### src/verilog/byte_fifo.sv
// synchronous fifo with first-word fall-through, head shown on dout with no read latency
// a write when full or a pop when empty is ignored; full and empty are registered
`timescale 1ns/1ps
`default_nettype none

module byte_fifo #(
	parameter int data_width = 8,
	parameter int fifo_depth = 16
)
(
	input logic clk_main_a0,
	input logic rst_main_n_sync,
	input logic wr_en,
	input logic [data_width-1:0] din,
	input logic rd_en,
	output logic [data_width-1:0] dout,
	output logic full,
	output logic empty
);

	localparam int ptr_w = (fifo_depth > 1) ? $clog2(fifo_depth) : 1;
	localparam int cnt_w = $clog2(fifo_depth + 1);

	logic [data_width-1:0] mem [fifo_depth];	// circular buffer
	logic [ptr_w-1:0] wr_ptr;
	logic [ptr_w-1:0] rd_ptr;
	logic [cnt_w-1:0] count;	// occupancy
	logic [cnt_w-1:0] count_next;
	logic do_wr;
	logic do_rd;

	// wraps at fifo_depth, so depth need not be a power of two
	function automatic logic [ptr_w-1:0] ptr_inc(input logic [ptr_w-1:0] p);
		return (p == ptr_w'(fifo_depth - 1)) ? '0 : p + 1'b1;
	endfunction

	assign do_wr = wr_en & ~full;
	assign do_rd = rd_en & ~empty;
	assign dout = mem[rd_ptr];	// fall-through head

	always_comb
	begin
		count_next = count;
		if (do_wr & ~do_rd)
			count_next = count + 1'b1;
		else if (do_rd & ~do_wr)
			count_next = count - 1'b1;
	end

	always_ff @(posedge clk_main_a0)
	begin
		if (do_wr)
			mem[wr_ptr] <= din;
	end

	always_ff @(posedge clk_main_a0)
	begin
		if (!rst_main_n_sync)
		begin
			wr_ptr <= '0;
			rd_ptr <= '0;
			count <= '0;
			full <= 1'b0;
			empty <= 1'b1;
		end
		else
		begin
			if (do_wr)
				wr_ptr <= ptr_inc(wr_ptr);
			if (do_rd)
				rd_ptr <= ptr_inc(rd_ptr);	// dout moves on this same edge
			count <= count_next;
			full <= (count_next == cnt_w'(fifo_depth));
			empty <= (count_next == '0);
		end
	end

endmodule

`default_nettype wire

### config.mk
export PLATFORM = sky130hd
export DESIGN_NAME = byte_fifo
export DESIGN_NICKNAME = d
export VERILOG_FILES = /design/src/verilog/byte_fifo.sv
export SDC_FILE = /design/constraint.sdc
export NUM_CORES = 1
export LEC_CHECK = 0
export BUFFER_PORTS_ARGS = -buffer_cell sky130_fd_sc_hd__buf_4
export CAP_MARGIN = 0
export CORE_MARGIN = 10
export CORE_UTILIZATION = 45
export CTS_CLUSTER_DIAMETER = 60
export DETAILED_ROUTE_END_ITERATION = 6
export PLACE_DENSITY = 0.72
export SETUP_SLACK_MARGIN = 0.2
export SYNTH_ARGS = -nofsm -noshare
export SYNTH_HDL_FRONTEND = slang
export SYNTH_SLANG_ARGS = --single-unit
### constraint.sdc
create_clock -name clk_main_a0 -period 5.4 [get_ports clk_main_a0]
set_input_delay 0.54 -clock clk_main_a0 [delete_from_list [all_inputs] [get_ports clk_main_a0]]
set_output_delay 0.54 -clock clk_main_a0 [all_outputs]
set_load 0.05 [all_outputs]
==> metrics.csv <==
metric,value,unit
post-CTS setup buffer count,0,
post-synthesis register bit count,147,
CP max stage delay,1.00,ns
drc violations,0,
Required @ worst endpoint,4.86,ns
"Async S/R FF share, synth",0,%
clock tree buffer depth,2,
RSZ-0062 raised after global routing,no,
Cell Pwr Density,400.5,nW/um^2
Die W,134.5,um
Post-DRT Antenna Nets,0,
wire per inst,21.46,um
Mean Syn Cell Area,20.05,um^2
r2r startpoint,full,
Crit path buffers/inverters,1,
vias post-DR,2853,
"top cells by count, synth","edfxtp_1 (128), mux4_1 (22), dfxtp_1 (19), mux4_2 (18), and2_1 (17)",
slowest cell on the critical path,dfxtp_2,
H-tree Lvls,4,
I/O pin count,22,
latest clock arrival within the worst-skew pair,0.41,ns
worst-path maximum fanout,32,
final hold vios,0,
n_diodes,0,
f_max,299.2,MHz
CTS Hold Bufs,0,
CP Class,register to output port,
antenna violations before repair,0,
Max-Cap Viols,0,
gpl congestion,0.7790,
"count leader, synth",edfxtp_1,
DR iter-0 viols,328,
"Seq/Total Area, Yosys",71.66,%
area share of the largest cell type after synthesis,65.21,%
core area,12720,um^2
largest area contributor in the netlist,edfxtp_1,
grt ovf,0,
commonest register cell after synthesis,edfxtp_1,
Top delay family on crit path,multiplexers,
Mapped Area,5894,um^2
WP data arrival,2.80,ns
HPWL after detailed placement,6.740,mm
Yosys cell types,32,
clk slew on worst S/H paths,0.06,ns
Ys Warns,0,
Worst Tran Pin Value,1.025,ns
Final Net Count,343,
layout cells sized above 1,20.77,%
relative slew slack,31.69,%
"EDFF count, synth",128,
post-layout util,53.07,%
fill count,1014,
post-cts sizing count,0,
vias in the first global route,2870,
Area growth syn-to-layout,14.54,%
status,"complete, no violations",
Final Skew,0.006263,ns
Crit. End Element,output port,
Sink Count,147,
min cycle time layout,3.343,ns
worst min path class,input port to register,
hold_sp,rst_main_n_sync,
synthesized netlist cell count,294,
pin count of the biggest net entering global routing,33,
die height,134.5,um
Starting Density,46.33,%
final max-slew violation count,0,
TritonCTS clock tree,built,
Final Cycle Share,61.90,%
Pleak,2.207,nW
Total Routing Usage GR,12.61,%
Initial DRT Pass Iterations,5,
crit start category,register,
root buf cell,clkbuf_16,
PortBufs,21,
Final setup violation count,0,
Via-to-Cell Ratio,5.605,
Num CTS Buffers,17,
Peak supply drop,0.0003662,V
TNS Setup,0,ns
Die ar.,18080,um^2
syn nets,313,
Routed Wire Length,10.92,mm
CP Cell Sequence,mux4_1 > mux4_2 > buf_4,
first-pass GRT wire length,16.89,mm
Synth area leaders,"edfxtp_1 (65%), mux4_1 (9.8%), mux4_2 (6.9%)",
num rows,41,
## registers in the layout (all words and copies together) (netlist names), named ones only
register / count
count: 5
mem: 128
wr_ptr: 4
empty: 1
rd_ptr: 4
full: 1
## metal layers
metal | track usage, % | wire, um
met1 | 16.71 | 4948
met2 | 18.88 | 5097
met3 | 3.858 | 714
met4 | 5.381 | 161
met5 | 0 | 0
## final cells by class
| type | instances | area (um^2) | area share (%) |
|---|---|---|---|
| flip-flops and latches | 147 | 4225 | 62.58 |
| multi-input cells | 131 | 1573 | 23.30 |
| clock buffers | 22 | 444.2 | 6.579 |
| well taps | 172 | 215.2 | 3.188 |
| repair buffers | 22 | 165.2 | 2.446 |
| clock inverters | 10 | 110.1 | 1.631 |
| inverters | 5 | 18.77 | 0.2780 |
## cell families (layout without fill, tap and decap cells)
| group | count (synthesis) | after routing | synth area share (%) |
|---|---|---|---|
| compound gates | 18 | 18 | 1.995 |
| xor+xnor | 7 | 7 | 1.040 |
| fa+ha+maj | 7 | 7 | 1.486 |
| buf+inv | 16 | 59 | 1.656 |
| flops | 147 | 147 | 71.66 |
| mux | 40 | 40 | 16.68 |
| simple gates | 59 | 59 | 5.477 |
## placed cells by master, fill, tap and decap left out
cell type | synthesis | layout
or4_1 | 1 | 1
dfxtp_1 | 19 | 18
clkinv_2 | 0 | 2
a31oi_1 | 1 | 1
nand2b_1 | 2 | 2
a21oi_1 | 7 | 7
nor3b_1 | 1 | 1
nand3_1 | 4 | 4
a2bb2oi_1 | 1 | 1
mux4_1 | 22 | 22
nor2b_2 | 1 | 1
mux4_2 | 18 | 18
dfxtp_2 | 0 | 1
a32o_1 | 1 | 1
o21ai_0 | 4 | 4
a211oi_1 | 1 | 1
and2_1 | 17 | 17
and3_1 | 4 | 4
clkbuf_1 | 2 | 5
ha_1 | 7 | 7
clkinv_1 | 0 | 2
xnor2_1 | 4 | 4
nand2_1 | 10 | 10
bufinv_16 | 0 | 2
clkinv_4 | 0 | 2
edfxtp_1 | 128 | 128
a311oi_1 | 2 | 2
nor4_2 | 1 | 1
inv_1 | 5 | 5
buf_4 | 0 | 22
and2b_2 | 1 | 1
or3_1 | 3 | 3
nor2_1 | 10 | 10
clkinvlp_4 | 0 | 2
clkbuf_16 | 0 | 17
nor3_1 | 4 | 4
o31ai_2 | 1 | 1
xor2_1 | 3 | 3
## power breakdown
group,internal [mW],total [mW],leakage (nW),switching [mW]
Clock,0.675,1.09,0.263,0.412
Combinational,0.137,0.303,0.632,0.166
Sequential,1.27,1.31,1.31,0.0447
Total,2.08,2.70,2.21,0.622
## stage by stage
| step | power [mW] | std cells | hold slack (ns) | setup WS [ns] | cell area [um^2] |
|---|---|---|---|---|---|
| 2_1_floorplan | 1.560 | 294 | 0.4724 | 3.128 | 5894 |
| 3_3_place_gp | 1.637 | 477 | 0.4933 | 2.415 | 6197 |
| 3_5_place_dp | 1.643 | 477 | 0.5072 | 2.432 | 6197 |
| 4_1_cts | 2.722 | 509 | 0.3140 | 1.998 | 6751 |
| 5_1_grt | 2.805 | 509 | 0.3159 | 1.882 | 6751 |
| 6_report | 2.704 | 509 | 0.3239 | 2.057 | 6751 |
## path summary, 6_finish.rpt
check	slack, ns	end	depth (start not counted)
worst max-delay path	2.06	dout[1]	3
worst min-delay path	0.32	empty	2
worst max register to register	3.51	mem[15][7]	3
worst min register to register	0.52	rd_ptr[1]	2
Note: power is estimated with default switching activity, not from simulation.
