--- config.mk ---
export PLATFORM = sky130hd
export DESIGN_NAME = bridge_sequencer
export DESIGN_NICKNAME = d
export VERILOG_FILES = /design/src/verilog/aes_bridge_pkg.sv /design/src/verilog/bridge_sequencer.sv
export SDC_FILE = /design/constraint.sdc
export NUM_CORES = 1
export LEC_CHECK = 0
export BUFFER_PORTS_ARGS = -buffer_cell sky130_fd_sc_hd__buf_2
export CORE_MARGIN = 2
export CORE_UTILIZATION = 29
export CTS_CLUSTER_DIAMETER = 40
export CTS_CLUSTER_SIZE = 30
export DETAILED_ROUTE_END_ITERATION = 10
export PLACE_DENSITY = 0.88
export SYNTH_ARGS = -nofsm -noshare
export SYNTH_HDL_FRONTEND = slang
export SYNTH_SLANG_ARGS = --single-unit
--- constraint.sdc ---
create_clock -name clk_main_a0 -period 1.4 [get_ports clk_main_a0]
set_input_delay 0.14 -clock clk_main_a0 [delete_from_list [all_inputs] [get_ports clk_main_a0]]
set_output_delay 0.14 -clock clk_main_a0 [all_outputs]
set_load 0.05 [all_outputs]
--- src/verilog/aes_bridge_pkg.sv ---
// constants, enums and GF(2^8) arithmetic shared by the AES bridge
// the sbox is computed from the field inverse, so it folds into a 256-entry lookup
`default_nettype none

package aes_bridge_pkg;

	localparam logic [31:0] bridge_addr = 32'h0000_0510;	// data write and cipher read register
	localparam int block_bytes = 16;	// bytes per key or per block
	localparam int num_rounds = 10;	// aes-128

	// sequencer states
	typedef enum logic [2:0]
	{
		collect_key,	// host bytes go to the key fifo
		collect_text,	// host bytes go to the text fifo
		load,	// both fifos stream into the core
		encrypt,	// core running rounds
		drain	// host reads cipher bytes
	} bridge_state_e;

	// read response codes
	typedef enum logic [1:0]
	{
		resp_okay = 2'd0,
		resp_slverr = 2'd2
	} resp_e;

	//--------------------------------------------------------------------------
	// GF(2^8) helpers, polynomial x^8 + x^4 + x^3 + x + 1
	//--------------------------------------------------------------------------
	function automatic logic [7:0] gf_xtime(input logic [7:0] a);
		return {a[6:0], 1'b0} ^ (a[7] ? 8'h1b : 8'h00);	// multiply by x
	endfunction

	function automatic logic [7:0] gf_mul(input logic [7:0] a, input logic [7:0] b);
		logic [7:0] p;
		logic [7:0] t;
		p = 8'h00;
		t = a;
		for (int i = 0; i < 8; i++)
		begin
			if (b[i])
				p = p ^ t;
			t = gf_xtime(t);
		end
		return p;
	endfunction

	// inverse is a^254, built from an addition chain; 0 maps to 0 on its own
	function automatic logic [7:0] sbox(input logic [7:0] a);
		logic [7:0] x2;
		logic [7:0] x3;
		logic [7:0] x12;
		logic [7:0] t;
		logic [7:0] inv;
		x2 = gf_mul(a, a);
		x3 = gf_mul(x2, a);
		x12 = gf_mul(x3, x3);	// x^6
		x12 = gf_mul(x12, x12);	// x^12
		t = gf_mul(x12, x3);	// x^15
		for (int i = 0; i < 4; i++)
			t = gf_mul(t, t);	// ends at x^240
		inv = gf_mul(gf_mul(t, x12), x2);	// x^254
		// affine map: xor of four left rotations, then 0x63
		return inv ^ {inv[6:0], inv[7]} ^ {inv[5:0], inv[7:6]}
			^ {inv[4:0], inv[7:5]} ^ {inv[3:0], inv[7:4]} ^ 8'h63;
	endfunction

endpackage

`default_nettype wire

--- src/verilog/bridge_sequencer.sv ---
// write decode, fifo steering and the read response channel of the bridge
// host writes have no back-pressure: writes outside collection or to a full fifo are lost
`timescale 1ns/1ps
`default_nettype none

module bridge_sequencer #(
	parameter int fifo_depth = 16	// at least block_bytes
)
(
	input logic clk_main_a0,
	input logic rst_main_n_sync,
	input logic wr_en,
	input logic [31:0] wr_addr,
	input logic [31:0] wdata,
	input logic arvalid,
	input logic [31:0] araddr,
	input logic rready,
	output logic arready,
	output logic rvalid,
	output logic [31:0] rdata,
	output aes_bridge_pkg::resp_e rresp,
	output logic key_wr_en,
	output logic text_wr_en,
	output logic [7:0] wr_byte,
	input logic key_empty,
	input logic key_full,
	input logic text_empty,
	input logic text_full,
	output logic feed_en,	// pops both fifos, load_valid of the core
	input logic done,
	output logic cipher_rd_en,
	input logic cipher_empty,
	input logic [7:0] cipher_byte
);

	localparam int cnt_w = $clog2(fifo_depth);
	localparam logic [cnt_w-1:0] last_cnt = cnt_w'(aes_bridge_pkg::block_bytes - 1);

	aes_bridge_pkg::bridge_state_e state;
	logic [cnt_w-1:0] byte_cnt;	// feed bytes in load, okay reads in drain
	logic collecting;
	logic wr_hit;
	logic ar_fire;
	logic rd_hit;
	logic r_ok_fire;

	//--------------------------------------------------------------------------
	// write side
	//--------------------------------------------------------------------------
	assign collecting = (state == aes_bridge_pkg::collect_key)
		|| (state == aes_bridge_pkg::collect_text);
	assign wr_hit = wr_en && (wr_addr == aes_bridge_pkg::bridge_addr) && collecting;
	assign key_wr_en = wr_hit && !key_full;
	assign text_wr_en = wr_hit && key_full && !text_full;	// key fifo fills first
	assign wr_byte = wdata[7:0];	// low byte only

	assign feed_en = (state == aes_bridge_pkg::load) && !key_empty && !text_empty;

	//--------------------------------------------------------------------------
	// read side
	//--------------------------------------------------------------------------
	assign arready = (state == aes_bridge_pkg::drain) && !cipher_empty && !rvalid;
	assign ar_fire = arvalid && arready;
	assign rd_hit = (araddr == aes_bridge_pkg::bridge_addr);
	assign cipher_rd_en = ar_fire && rd_hit;	// bad address pops nothing
	assign r_ok_fire = rvalid && rready && (rresp == aes_bridge_pkg::resp_okay);

	always_ff @(posedge clk_main_a0)
	begin
		if (!rst_main_n_sync)
		begin
			rvalid <= 1'b0;
			rdata <= 32'h0;
			rresp <= aes_bridge_pkg::resp_okay;
		end
		else if (ar_fire)
		begin
			rvalid <= 1'b1;
			rdata <= rd_hit ? {24'h0, cipher_byte} : 32'h0;
			rresp <= rd_hit ? aes_bridge_pkg::resp_okay : aes_bridge_pkg::resp_slverr;
		end
		else if (rvalid && rready)
			rvalid <= 1'b0;	// rdata and rresp hold until the next accept
	end

	//--------------------------------------------------------------------------
	// fsm
	//--------------------------------------------------------------------------
	always_ff @(posedge clk_main_a0)
	begin
		if (!rst_main_n_sync)
		begin
			state <= aes_bridge_pkg::collect_key;
			byte_cnt <= '0;
		end
		else
		begin
			case (state)
			aes_bridge_pkg::collect_key:
				if (key_full)
					state <= aes_bridge_pkg::collect_text;
			aes_bridge_pkg::collect_text:
				if (text_full)
					state <= aes_bridge_pkg::load;
			aes_bridge_pkg::load:
				if (feed_en)
				begin
					byte_cnt <= (byte_cnt == last_cnt) ? '0 : byte_cnt + 1'b1;
					if (byte_cnt == last_cnt)
						state <= aes_bridge_pkg::encrypt;	// core starts on its 16th byte
				end
			aes_bridge_pkg::encrypt:
				if (done)
					state <= aes_bridge_pkg::drain;	// all 16 cipher bytes are in the fifo
			aes_bridge_pkg::drain:
				if (r_ok_fire)
				begin
					byte_cnt <= (byte_cnt == last_cnt) ? '0 : byte_cnt + 1'b1;
					if (byte_cnt == last_cnt)
						state <= aes_bridge_pkg::collect_key;
				end
			default: state <= aes_bridge_pkg::collect_key;
			endcase
		end
	end

endmodule

`default_nettype wire

==> results by group, run 1 <==
Status
  • Status: finished with violations
  • Violated checks: setup timing

Power and ir drop
  • Flop pwr share: 0.390
  • Share of total power consumed by net switching: 0.340
  • Total internal power: 0.000846 W
  • Clock power share: 0.287
  • Pwr dens: 635 nW/um2
  • Combinational share of power: 0.323
  • Net Sw Power: 0.000436 W
  • VDD IR max: 479 uV
  • Total leakage power: 0.930 nW

Floorplan
  • Core Rows: 24
  • Boundary Pins: 163
  • Initial Util: 0.297
  • Core area: 4260 um2
  • Die area: 4910 um2
  • DIE HEIGHT: 70.1 um
  • Die width: 70.1 um

Synth
  • Ys flop type: dfxtp_1
  • Yosys warns: 0
  • Post-synthesis mux area share: 0.0336
  • Largest area contributor in the netlist: dfxtp_1
  • Number of synthesized flops with an enable pin: 0
  • Unique masters post-synth: 39
  • Top cell type's share of synthesized area: 0.269
  • Post-synthesis adder-cell area fraction: 0.00988
  • Yosys reg bits: 17
  • Mean Syn Cell Area: 8.50 um2
  • Synth Area in XOR/XNOR: 0
  • Synth top area cells: dfxtp_1 27%, buf_4 20%, nor4_1 5.9%, nand3_1 4.7%, nor4b_1 3.5%
  • Gate Count Post-Synth: 149
  • Compound-gate portion of the synthesized area: 0.128
  • Synth async-reset ratio: 0
  • Post-synthesis simple-gate area fraction: 0.324
  • Seq/Total Area, Yosys: 0.269
  • Post-synthesis cell area: 1270 um2
  • Largest family of logic cells by synthesized area: simple AND/OR/NAND/NOR gates

Route
  • Number of DRC markers in iteration 0: 25
  • Total wire length: 3570 um
  • Residual DRC: 0
  • DR pass1 iterations: 4
  • WL/cell: 11.7 um
  • Via count: 1440
  • Number of vias per cell: 4.72
  • ANT nets after route: 0

Clock network
  • Htree depth: 1
  • Max Buffers Root-to-Sink: 2
  • CTS Buf Count: 3
  • Clock sink count: 17
  • CTS Root Cell: clkbuf_8
  • Hold-fix buffers, CTS: 0
  • Worst-path clk slew: 0.07 ns
  • CTS tree: built
  • Clk_lat worst skew: 0.25 ns

Timing
  • Max Clk Rate: 548 MHz
  • Final clock period utilization by the worst path: 1.30
  • Period minus WS final: 1.83 ns
  • RSZ-0062 raised after global routing: true
  • Worst Slack Setup Final: -0.425 ns
  • Final hold violation count: 0
  • Slew Limit Fails: 0
  • Sum Neg Setup Slack: -5.45 ns
  • Final setup viols: 20
  • Layout Skew: 0.00241 ns

Global routing
  • First-pass GRT wire length: 5350 um
  • Pin count of the biggest net entering global routing: 20
  • Antenna violations before repair: 0
  • Vias in the first global route: 1328
  • Total track usage: 0.132
  • Overflow after GRT: 0

Worst setup path
  • Worst-path maximum fanout: 4
  • Endpoint class of the critical path: output pin
  • CP required: 1.26 ns
  • WS Path Type: flop to output pin
  • Worst setup SP type: flop
  • Worst Path Arrival: 1.69 ns

Finish
  • Layout cells sized above 1: 0.589
  • FILL cells: 400
  • N_diodes: 0
  • Fin util: 0.473
  • Layout Cells excl Fill: 305
  • Final net count: 370
  • P&R area growth vs syn: 59.3%
  • Post-route cell area: 2020 um2

Job
  • Max-Cap Viols: 0

Placed design
  • Post-DP HPWL: 2800 um
  • DP Cell Count: 291
  • Port Buffers: 97
  • Placed cell area: 1780 um2
  • Gpl congestion: 0.804

Worst hold path
  • Worst hold-check path type: input port to flop
sequential cells by signal, summed over array words and instances, names as in the netlist:
register and count:
byte_cnt 4, rresp 1, rvalid 1, rdata 8, state 3
worst paths after layout:
path	slack (ns)	end	startpoint	cells after the start
hold / removal	0.11	state[1]$_SDFFE_PN0P_	done	2
hold reg to reg	0.47	rdata[4]$_SDFFE_PN0P_	rdata[4]$_SDFFE_PN0P_	2
setup reg to reg	-0.31	rdata[5]$_SDFFE_PN0P_	state[2]$_SDFFE_PN0P_	6
setup / recovery	-0.43	cipher_rd_en	state[2]$_SDFFE_PN0P_	4
layer usage:
layer  wire (um)  global-route usage
met1        1360               0.146
met2        1830               0.253
met3         324              0.0173
met4          57              0.0534
met5           0                   0
synth_stat cells, types with 2 or more instances:
library cell,count
a21oi_1,4
and3_1,2
buf_4,34
buf_6,2
dfxtp_1,17
mux2i_1,2
nand2_1,10
nand2b_1,3
nand3_1,12
nand3b_1,2
nand4_1,4
nand4b_1,2
nor2_1,4
nor2b_1,3
nor3_1,2
nor4_1,12
nor4b_1,5
o21a_1,2
o22ai_1,6
o22ai_2,2
critical path, stage by stage, from the launching register on:
cell and delay [ns]:
dfxtp_2 0.35, or3b_4 0.41, nor4b_4 0.32, and2_4 0.22, buf_8 0.14
placed cells by master, fill, tap and decap left out, types with 3 or more instances in the layout:
cell type	Yosys	routed
a21oi_1	4	3
buf_2	1	92
buf_4	34	9
buf_6	2	11
clkbuf_8	0	3
conb_1	1	25
dfxtp_1	17	13
dfxtp_2	0	3
nand2_1	10	10
nand2b_1	3	3
nand3_1	12	4
nand3_2	0	8
nand4_1	4	4
nor2_1	4	3
nor2b_1	3	3
nor4_1	12	9
nor4_4	0	3
nor4b_1	5	5
o22ai_1	6	6
power groups by stage:
stage	Clock, W	Sequential [W]	Combinational [W]
after floorplan	0	0.000514	0.000356
after global placement	0	0.000511	0.000381
after detailed placement	0	0.000512	0.000385
after CTS	0.000372	0.000500	0.000403
after global routing	0.000394	0.000501	0.000442
final	0.000368	0.000500	0.000413
final cells by class:
| class | count | area (um2) | share of cell area |
|---|---|---|---|
| Tap cell | 52 | 65.1 | 0.0323 |
| Sequential cell | 17 | 348 | 0.172 |
| Timing Repair Buffer | 115 | 702 | 0.348 |
| Clock buffer | 3 | 41.3 | 0.0205 |
| Multi-Input combinational cell | 116 | 852 | 0.422 |
| Inverter | 1 | 3.75 | 0.00186 |
| Clock inverter | 1 | 5.00 | 0.00248 |
stage by stage:
| stage | total power, W | hold slack [ns] | setup WS, ns |
|---|---|---|---|
| 2_1_floorplan | 0.000869 | 0.248 | -0.254 |
| 3_3_place_gp | 0.000892 | 0.280 | -0.222 |
| 3_5_place_dp | 0.000897 | 0.280 | -0.289 |
| 4_1_cts | 0.00127 | 0.114 | -0.408 |
| 5_1_grt | 0.00134 | 0.120 | -0.490 |
| 6_report | 0.00128 | 0.109 | -0.425 |
kinds of logic (layout without fill, tap and decap cells):
kind of cell	after synthesis	after routing
other cells	1	25
flops	17	17
compound gates	21	21
buf+inv	40	120
simple gates	66	66
fa+ha+maj	1	1
mux	3	3
what timing repair did:
action	in CTS	in global routing
buffers inserted	4	4
pin swaps	5	2
resized for setup	18	15
gates cloned	0	2
endpoints found under the setup margin	19	20
No activity file was read; power rests on OpenSTA's default activity.
==> run 2, diff against run 1 <==
- ABC_AREA: unset -> 1
- CORE_UTILIZATION: 29 -> 30
- PLACE_DENSITY: 0.88 -> 0.89
==> run 2 against run 1 <==
Compared with the run above: total power increased by 36%; critical endpoint is now key_wr_en; the run still ends with setup timing left; sequential share of layout area up 0.66 points; hold slack better by 0.029 ns.
==> results by group, run 2 <==
Global routing
  • First-pass GRT wire length: 5420 um
  • Overflow after GRT: 0
  • Met2 Usage GRT: 0.237
  • Gr busiest metal: met2
  • Antenna violations before repair: 0
  • GRT met1 Usage: 0.145
  • Total track usage: 0.126
  • Met3 usage: 0.0199
  • Pin count of the biggest net entering global routing: 16
  • Vias in the first global route: 1402

Floorplan
  • Die area: 5010 um2
  • Initial Util: 0.309
  • Core Rows: 24
  • Core area: 4320 um2
  • Die width: 70.8 um
  • Boundary Pins: 163
  • DIE HEIGHT: 70.8 um

Route
  • Number of DRC markers in iteration 0: 22
  • Number of vias per cell: 4.18
  • WL/cell: 9.30 um
  • ANT nets after route: 0
  • Via count: 1535
  • Total wire length: 3410 um
  • DR pass1 iterations: 4
  • Residual DRC: 0

Clock network
  • CTS Root Cell: clkbuf_8
  • Max Buffers Root-to-Sink: 2
  • Clk_lat worst skew: 0.24 ns
  • Clock sink count: 17
  • Hold-fix buffers, CTS: 0
  • CTS tree: built
  • Worst-path clk slew: 0.06 ns
  • Htree depth: 1
  • CTS Buf Count: 3
  • Postcts setup bufs: 0

Synth
  • Mean Syn Cell Area: 6.16 um2
  • Largest area contributor in the netlist: dfxtp_1
  • Unique masters post-synth: 25
  • Post-synthesis cell area: 1340 um2
  • Most frequent cell after synthesis: nor2_1
  • Number of synthesized flops with an enable pin: 0
  • Synth top area cells: dfxtp_1 25%, buf_4 19%, nor2_1 13%, nand2_1 13%, nand3_1 7.9%
  • Seq/Total Area, Yosys: 0.254
  • Yosys reg bits: 17
  • Top cell type's share of synthesized area: 0.254
  • Ys flop type: dfxtp_1
  • Most frequent cells after synthesis: 47 x nor2_1, 46 x nand2_1, 33 x buf_4
  • Gate Count Post-Synth: 217
  • Synth async-reset ratio: 0
  • Yosys warns: 0

Worst setup path
  • Crit-path slowest cell: dfxtp_2
  • Endpoint class of the critical path: output pin
  • WS Path Type: flop to output pin
  • CP required: 1.26 ns
  • Worst Path Arrival: 1.45 ns
  • Worst-path maximum fanout: 3
  • Crit path cell chain: nor2_4, nand2_1, nor4_2, nand4_1, nor2_4, buf_6
  • CP Buf/Inv Count: 1
  • Max stage delay on crit path: 0.34 ns
  • Most used cell, CP: nor2_4
  • Worst setup SP type: flop
  • Largest delay share family, worst path: simple AND/OR/NAND/NOR gates

Timing
  • RSZ-0062 raised after global routing: true
  • Max Clk Rate: 628 MHz
  • Slew Limit Fails: 0
  • Final setup viols: 3
  • Final clock period utilization by the worst path: 1.14
  • Period minus WS final: 1.59 ns
  • Final hold violation count: 0
  • Worst hold slack: 0.138 ns
  • Layout Skew: 0.00122 ns
  • Worst Slack Setup Final: -0.192 ns

Placed design
  • Gpl congestion: 0.821
  • Placed cell area: 1820 um2
  • Port Buffers: 97
  • Post-DP HPWL: 2910 um

Finish
  • Largest Register: rdata
  • P&R area growth vs syn: 45.3%
  • Most frequent cells in the layout: 92 x buf_2, 42 x nand2_1, 41 x nor2_1
  • Commonest non-fill, non-tap cell in the layout: buf_2
  • Max FFs per register: 8
  • Post-route cell area: 1940 um2
  • N_diodes: 0
  • Final net count: 432
  • Biggest regs: rdata x8, byte_cnt x4, state x3
  • Fin util: 0.449
  • Layout cells sized above 1: 0.438

Power and ir drop
  • Share of total power consumed by net switching: 0.411
  • Flop pwr share: 0.325
  • Net Sw Power: 0.000717 W
  • Pwr dens: 897 nW/um2
  • Clock power share: 0.205
  • VDD IR max: 638 uV
  • Combinational share of power: 0.470
  • Total internal power: 0.00103 W
  • Total leakage power: 1.01 nW

Status
  • Status: finished with violations
  • Violated checks: setup timing

Job
  • Max-Cap Viols: 0

Worst hold path
  • Worst hold-check path type: input port to flop
run 2: changes by cell type in the layout (fill, tap and decap cells not counted), sizes merged, moves of 3 or more:
| cell | previous run | this run |
|---|---|---|
| nand2b | 3 | 0 |
| nand2 | 10 | 48 |
| nor4 | 12 | 1 |
| inv | 1 | 14 |
| o22ai | 9 | 0 |
| nand3 | 12 | 22 |
| nor2 | 4 | 51 |
| nor2b | 3 | 0 |
| buf | 115 | 106 |
| nor4b | 6 | 0 |
| nand4 | 4 | 1 |
| a21oi | 4 | 16 |
run 2: final cells by class:
| cell class | instances | area (um2) |
|---|---|---|
| fill | 447 | 2380 |
| sequential | 17 | 348 |
| timing repair buffer | 106 | 584 |
| multi-input combinational | 172 | 832 |
| clock buffer | 4 | 45.0 |
| tap | 52 | 65.1 |
| inverter | 16 | 68.8 |
run 2: worst min-delay path, stage by stage:
cell and delay, ns:
buf_2 0.11, nand2_1 0.06, nor2_1 0.03
run 2: timing repair:
| action | CTS | global route |
|---|---|---|
| pin swaps | 3 | 2 |
| endpoints found under the setup margin | 11 | 18 |
| gates resized for setup | 13 | 13 |
run 2: metrics by stage:
step,setup TNS [ns],cells,total power (W),worst slack (ns)
finish,-0.523,367,0.00174,-0.192
CTS,-0.618,367,0.00170,-0.231
global placement,-0.168,363,0.00129,-0.0889
floorplan,-1.44,241,0.00120,-0.185
global route,-1.39,367,0.00187,-0.338
detailed placement,-0.282,363,0.00132,-0.0766
run 2: metal layers:
| metal | wire (um) | part of all wire |
|---|---|---|
| met4 | 27 | 0.0079 |
| met2 | 1810 | 0.53 |
| met1 | 1390 | 0.41 |
| met5 | 0 | 0 |
| met3 | 190 | 0.056 |
run 2: path summary, 6_finish.rpt:
check                        startpoint                  endpoint  slack [ns]  cells past startpoint
setup / recovery  state[1]$_SDFFE_PN0P_                 key_wr_en       -0.19                      6
hold / removal          rst_main_n_sync  byte_cnt[2]$_SDFFE_PN0P_        0.14                      3
setup reg to reg  state[1]$_SDFFE_PN0P_     rdata[1]$_SDFFE_PN0P_        0.07                      8
hold reg to reg   rdata[3]$_SDFFE_PN0P_     rdata[3]$_SDFFE_PN0P_        0.46                      2
run 2: logic make-up after synthesis:
kind of cell | count (synthesis) | synth area share
AO/OA/AOI/OAI | 18 | 0.0674
AND/OR/NAND/NOR | 127 | 0.413
buffers and inverters | 52 | 0.246
other | 1 | 0.00280
adder cells (fa/ha/maj) | 1 | 0.00935
flip-flops | 17 | 0.254
XOR/XNOR | 1 | 0.00655
run 2: power by group through the flow:
stage / combinational (W) / clock (W) / sequential (W)
after floorplan: 0.000618 / 0 / 0.000580
after global placement: 0.000726 / 0 / 0.000569
after detailed placement: 0.000746 / 0 / 0.000573
after CTS: 0.000768 / 0.000372 / 0.000565
after global routing: 0.000903 / 0.000396 / 0.000572
final: 0.000820 / 0.000357 / 0.000566
==> run 3, diff against run 2 <==
- BUFFER_PORTS_ARGS: -buffer_cell sky130_fd_sc_hd__buf_2 -> unset
- CORE_AREA: unset -> 2 2 64 66
- CORE_MARGIN: 2 -> unset
- CORE_UTILIZATION: 30 -> unset
- DIE_AREA: unset -> 0 0 66 68
- DONT_BUFFER_PORTS: unset -> 1
- PLACE_DENSITY: 0.89 -> 0.62
==> run 3 against run 2 <==
Compared with the run above: the run still ends with setup timing left; highest routed layer is now met3; maximum frequency shrank 1.0%; sequential power grew 0.9%; final area shrank 13%; hold slack lost 0.13 ns; sequential share of layout area grew 3.0 points; largest cell class unchanged.
==> results by group, run 3 (same netlist as run 2, synthesis figures left out) <==
Finish
  • Final net count: 361
  • FILL cells: 419
  • Biggest regs: rdata x8, byte_cnt x4, state x3
  • Largest Register: rdata
  • P&R area growth vs syn: 26.1%
  • N_diodes: 0
  • Most frequent cells in the layout: 42 x nand2_1, 42 x nor2_1, 28 x buf_4
  • Layout Cells excl Fill: 294
  • Fin util: 0.437
  • Max FFs per register: 8
  • Layout cells sized above 1: 0.266

Route
  • Number of vias per cell: 4.48
  • Number of DRC markers in iteration 0: 40
  • Residual DRC: 0
  • Total wire length: 3070 um
  • Via count: 1316
  • DR pass1 iterations: 4
  • ANT nets after route: 0
  • WL/cell: 10.4 um

Placed design
  • DP Cell Count: 283
  • Worst slack, placed: -0.0600 ns
  • Port Buffers: 0
  • Gpl congestion: 0.761
  • Post-DP HPWL: 2500 um

Status
  • Violated checks: setup timing
  • Status: finished with violations

Global routing
  • Total track usage: 0.126
  • Overflow after GRT: 0
  • First-pass GRT wire length: 4460 um
  • Vias in the first global route: 1087
  • Antenna violations before repair: 0
  • Pin count of the biggest net entering global routing: 16

Worst hold path
  • Hold Path Origin: rst_main_n_sync
  • Worst hold-check path type: input port to flop

Timing
  • Final setup viols: 4
  • Worst Slack Setup Final: -0.209 ns
  • Slew Limit Fails: 0
  • Layout Skew: 0.00511 ns
  • Period minus WS final: 1.61 ns
  • Final hold violation count: 0
  • RSZ-0062 raised after global routing: true
  • Max Clk Rate: 622 MHz
  • Final clock period utilization by the worst path: 1.15

Worst setup path
  • CP required: 1.26 ns
  • WS Path Type: flop to output pin
  • Setup slack, reg-to-reg: 0.07 ns
  • Worst Path Arrival: 1.47 ns
  • Endpoint class of the critical path: output pin
  • Worst-path maximum fanout: 4
  • Worst setup SP type: flop
  • Critical R2R Launch: state[2]$_SDFFE_PN0P_
  • Origin of the worst setup path: state[1]$_SDFFE_PN0P_

Clock network
  • Htree depth: 1
  • Clk_lat worst skew: 0.25 ns
  • CTS Root Cell: clkbuf_8
  • Max Buffers Root-to-Sink: 2
  • Worst-path clk slew: 0.07 ns
  • Clock sink count: 17
  • CTS Buf Count: 3
  • Hold-fix buffers, CTS: 0
  • CTS tree: built

Floorplan
  • Core area: 3860 um2
  • DIE HEIGHT: 68 um
  • Die width: 66 um
  • Die area: 4490 um2
  • Initial Util: 0.347
  • Boundary Pins: 163
  • Core Rows: 23

Job
  • Max-Cap Viols: 0

Power and ir drop
  • Total leakage power: 0.755 nW
  • Pwr dens: 1020 nW/um2
  • VDD IR max: 692 uV
## run 3: area by class of cell
cell class / count / area [um2] / area share
Multi-Input combinational cell: 172 / 830 / 0.492
Sequential cell: 17 / 353 / 0.209
Clock inverter: 1 / 5.00 / 0.00297
Clock buffer: 3 / 41.3 / 0.0245
Timing Repair Buffer: 35 / 324 / 0.192
Inverter: 16 / 71.3 / 0.0423
Tap cell: 50 / 62.6 / 0.0371
## run 3: final timing paths
check,end,cells past startpoint
hold reg to reg,rdata[3]$_SDFFE_PN0P_,2
setup / recovery,text_wr_en,7
setup reg to reg,byte_cnt[2]$_SDFFE_PN0P_,8
hold / removal,byte_cnt[2]$_SDFFE_PN0P_,2
## run 3: metrics by stage
stage               hold slack, ns  setup TNS, ns  total power [W]  cell area [um2]
floorplan                    0.261          -1.44          0.00120             1480
global placement             0.262        -0.0717          0.00125             1530
detailed placement           0.278         -0.198          0.00126             1530
CTS                        0.00255         -0.690          0.00167             1600
global route                0.0107         -0.854          0.00184             1690
finish                      0.0116         -0.561          0.00172             1690
## run 3: critical path, cell delays in order (launching register included)
cell     delay [ns]
dfxtp_4        0.36
nor2_4         0.13
nand2_2        0.06
nor4_2         0.13
nand4_1        0.12
buf_4          0.18
nor2_4         0.10
buf_12         0.14
## run 3: repair_timing
action / CTS / global route
pin swaps: 6 / 5
buffers inserted: 1 / 7
setup endpoints to repair: 8 / 8
gates resized for setup: 8 / 12
## run 3: report_power, final
part	switching [W]	total [W]	internal [W]
logic	0.000487	0.000779	0.000292
registers	0.0000411	0.000571	0.000530
clock network	0.000170	0.000368	0.000197
total	0.000699	0.00172	0.00102
## run 3: metal layers
| layer | vias to the layer above | global-route usage | part of all wire |
|---|---|---|---|
| met5 | - | 0 | 0 |
| met1 | 576 | 0.146 | 0.38 |
| met3 | 0 | 0.0461 | 0.097 |
| li1 | 679 | - | - |
| met4 | 0 | 0.0179 | 0 |
| met2 | 61 | 0.230 | 0.52 |
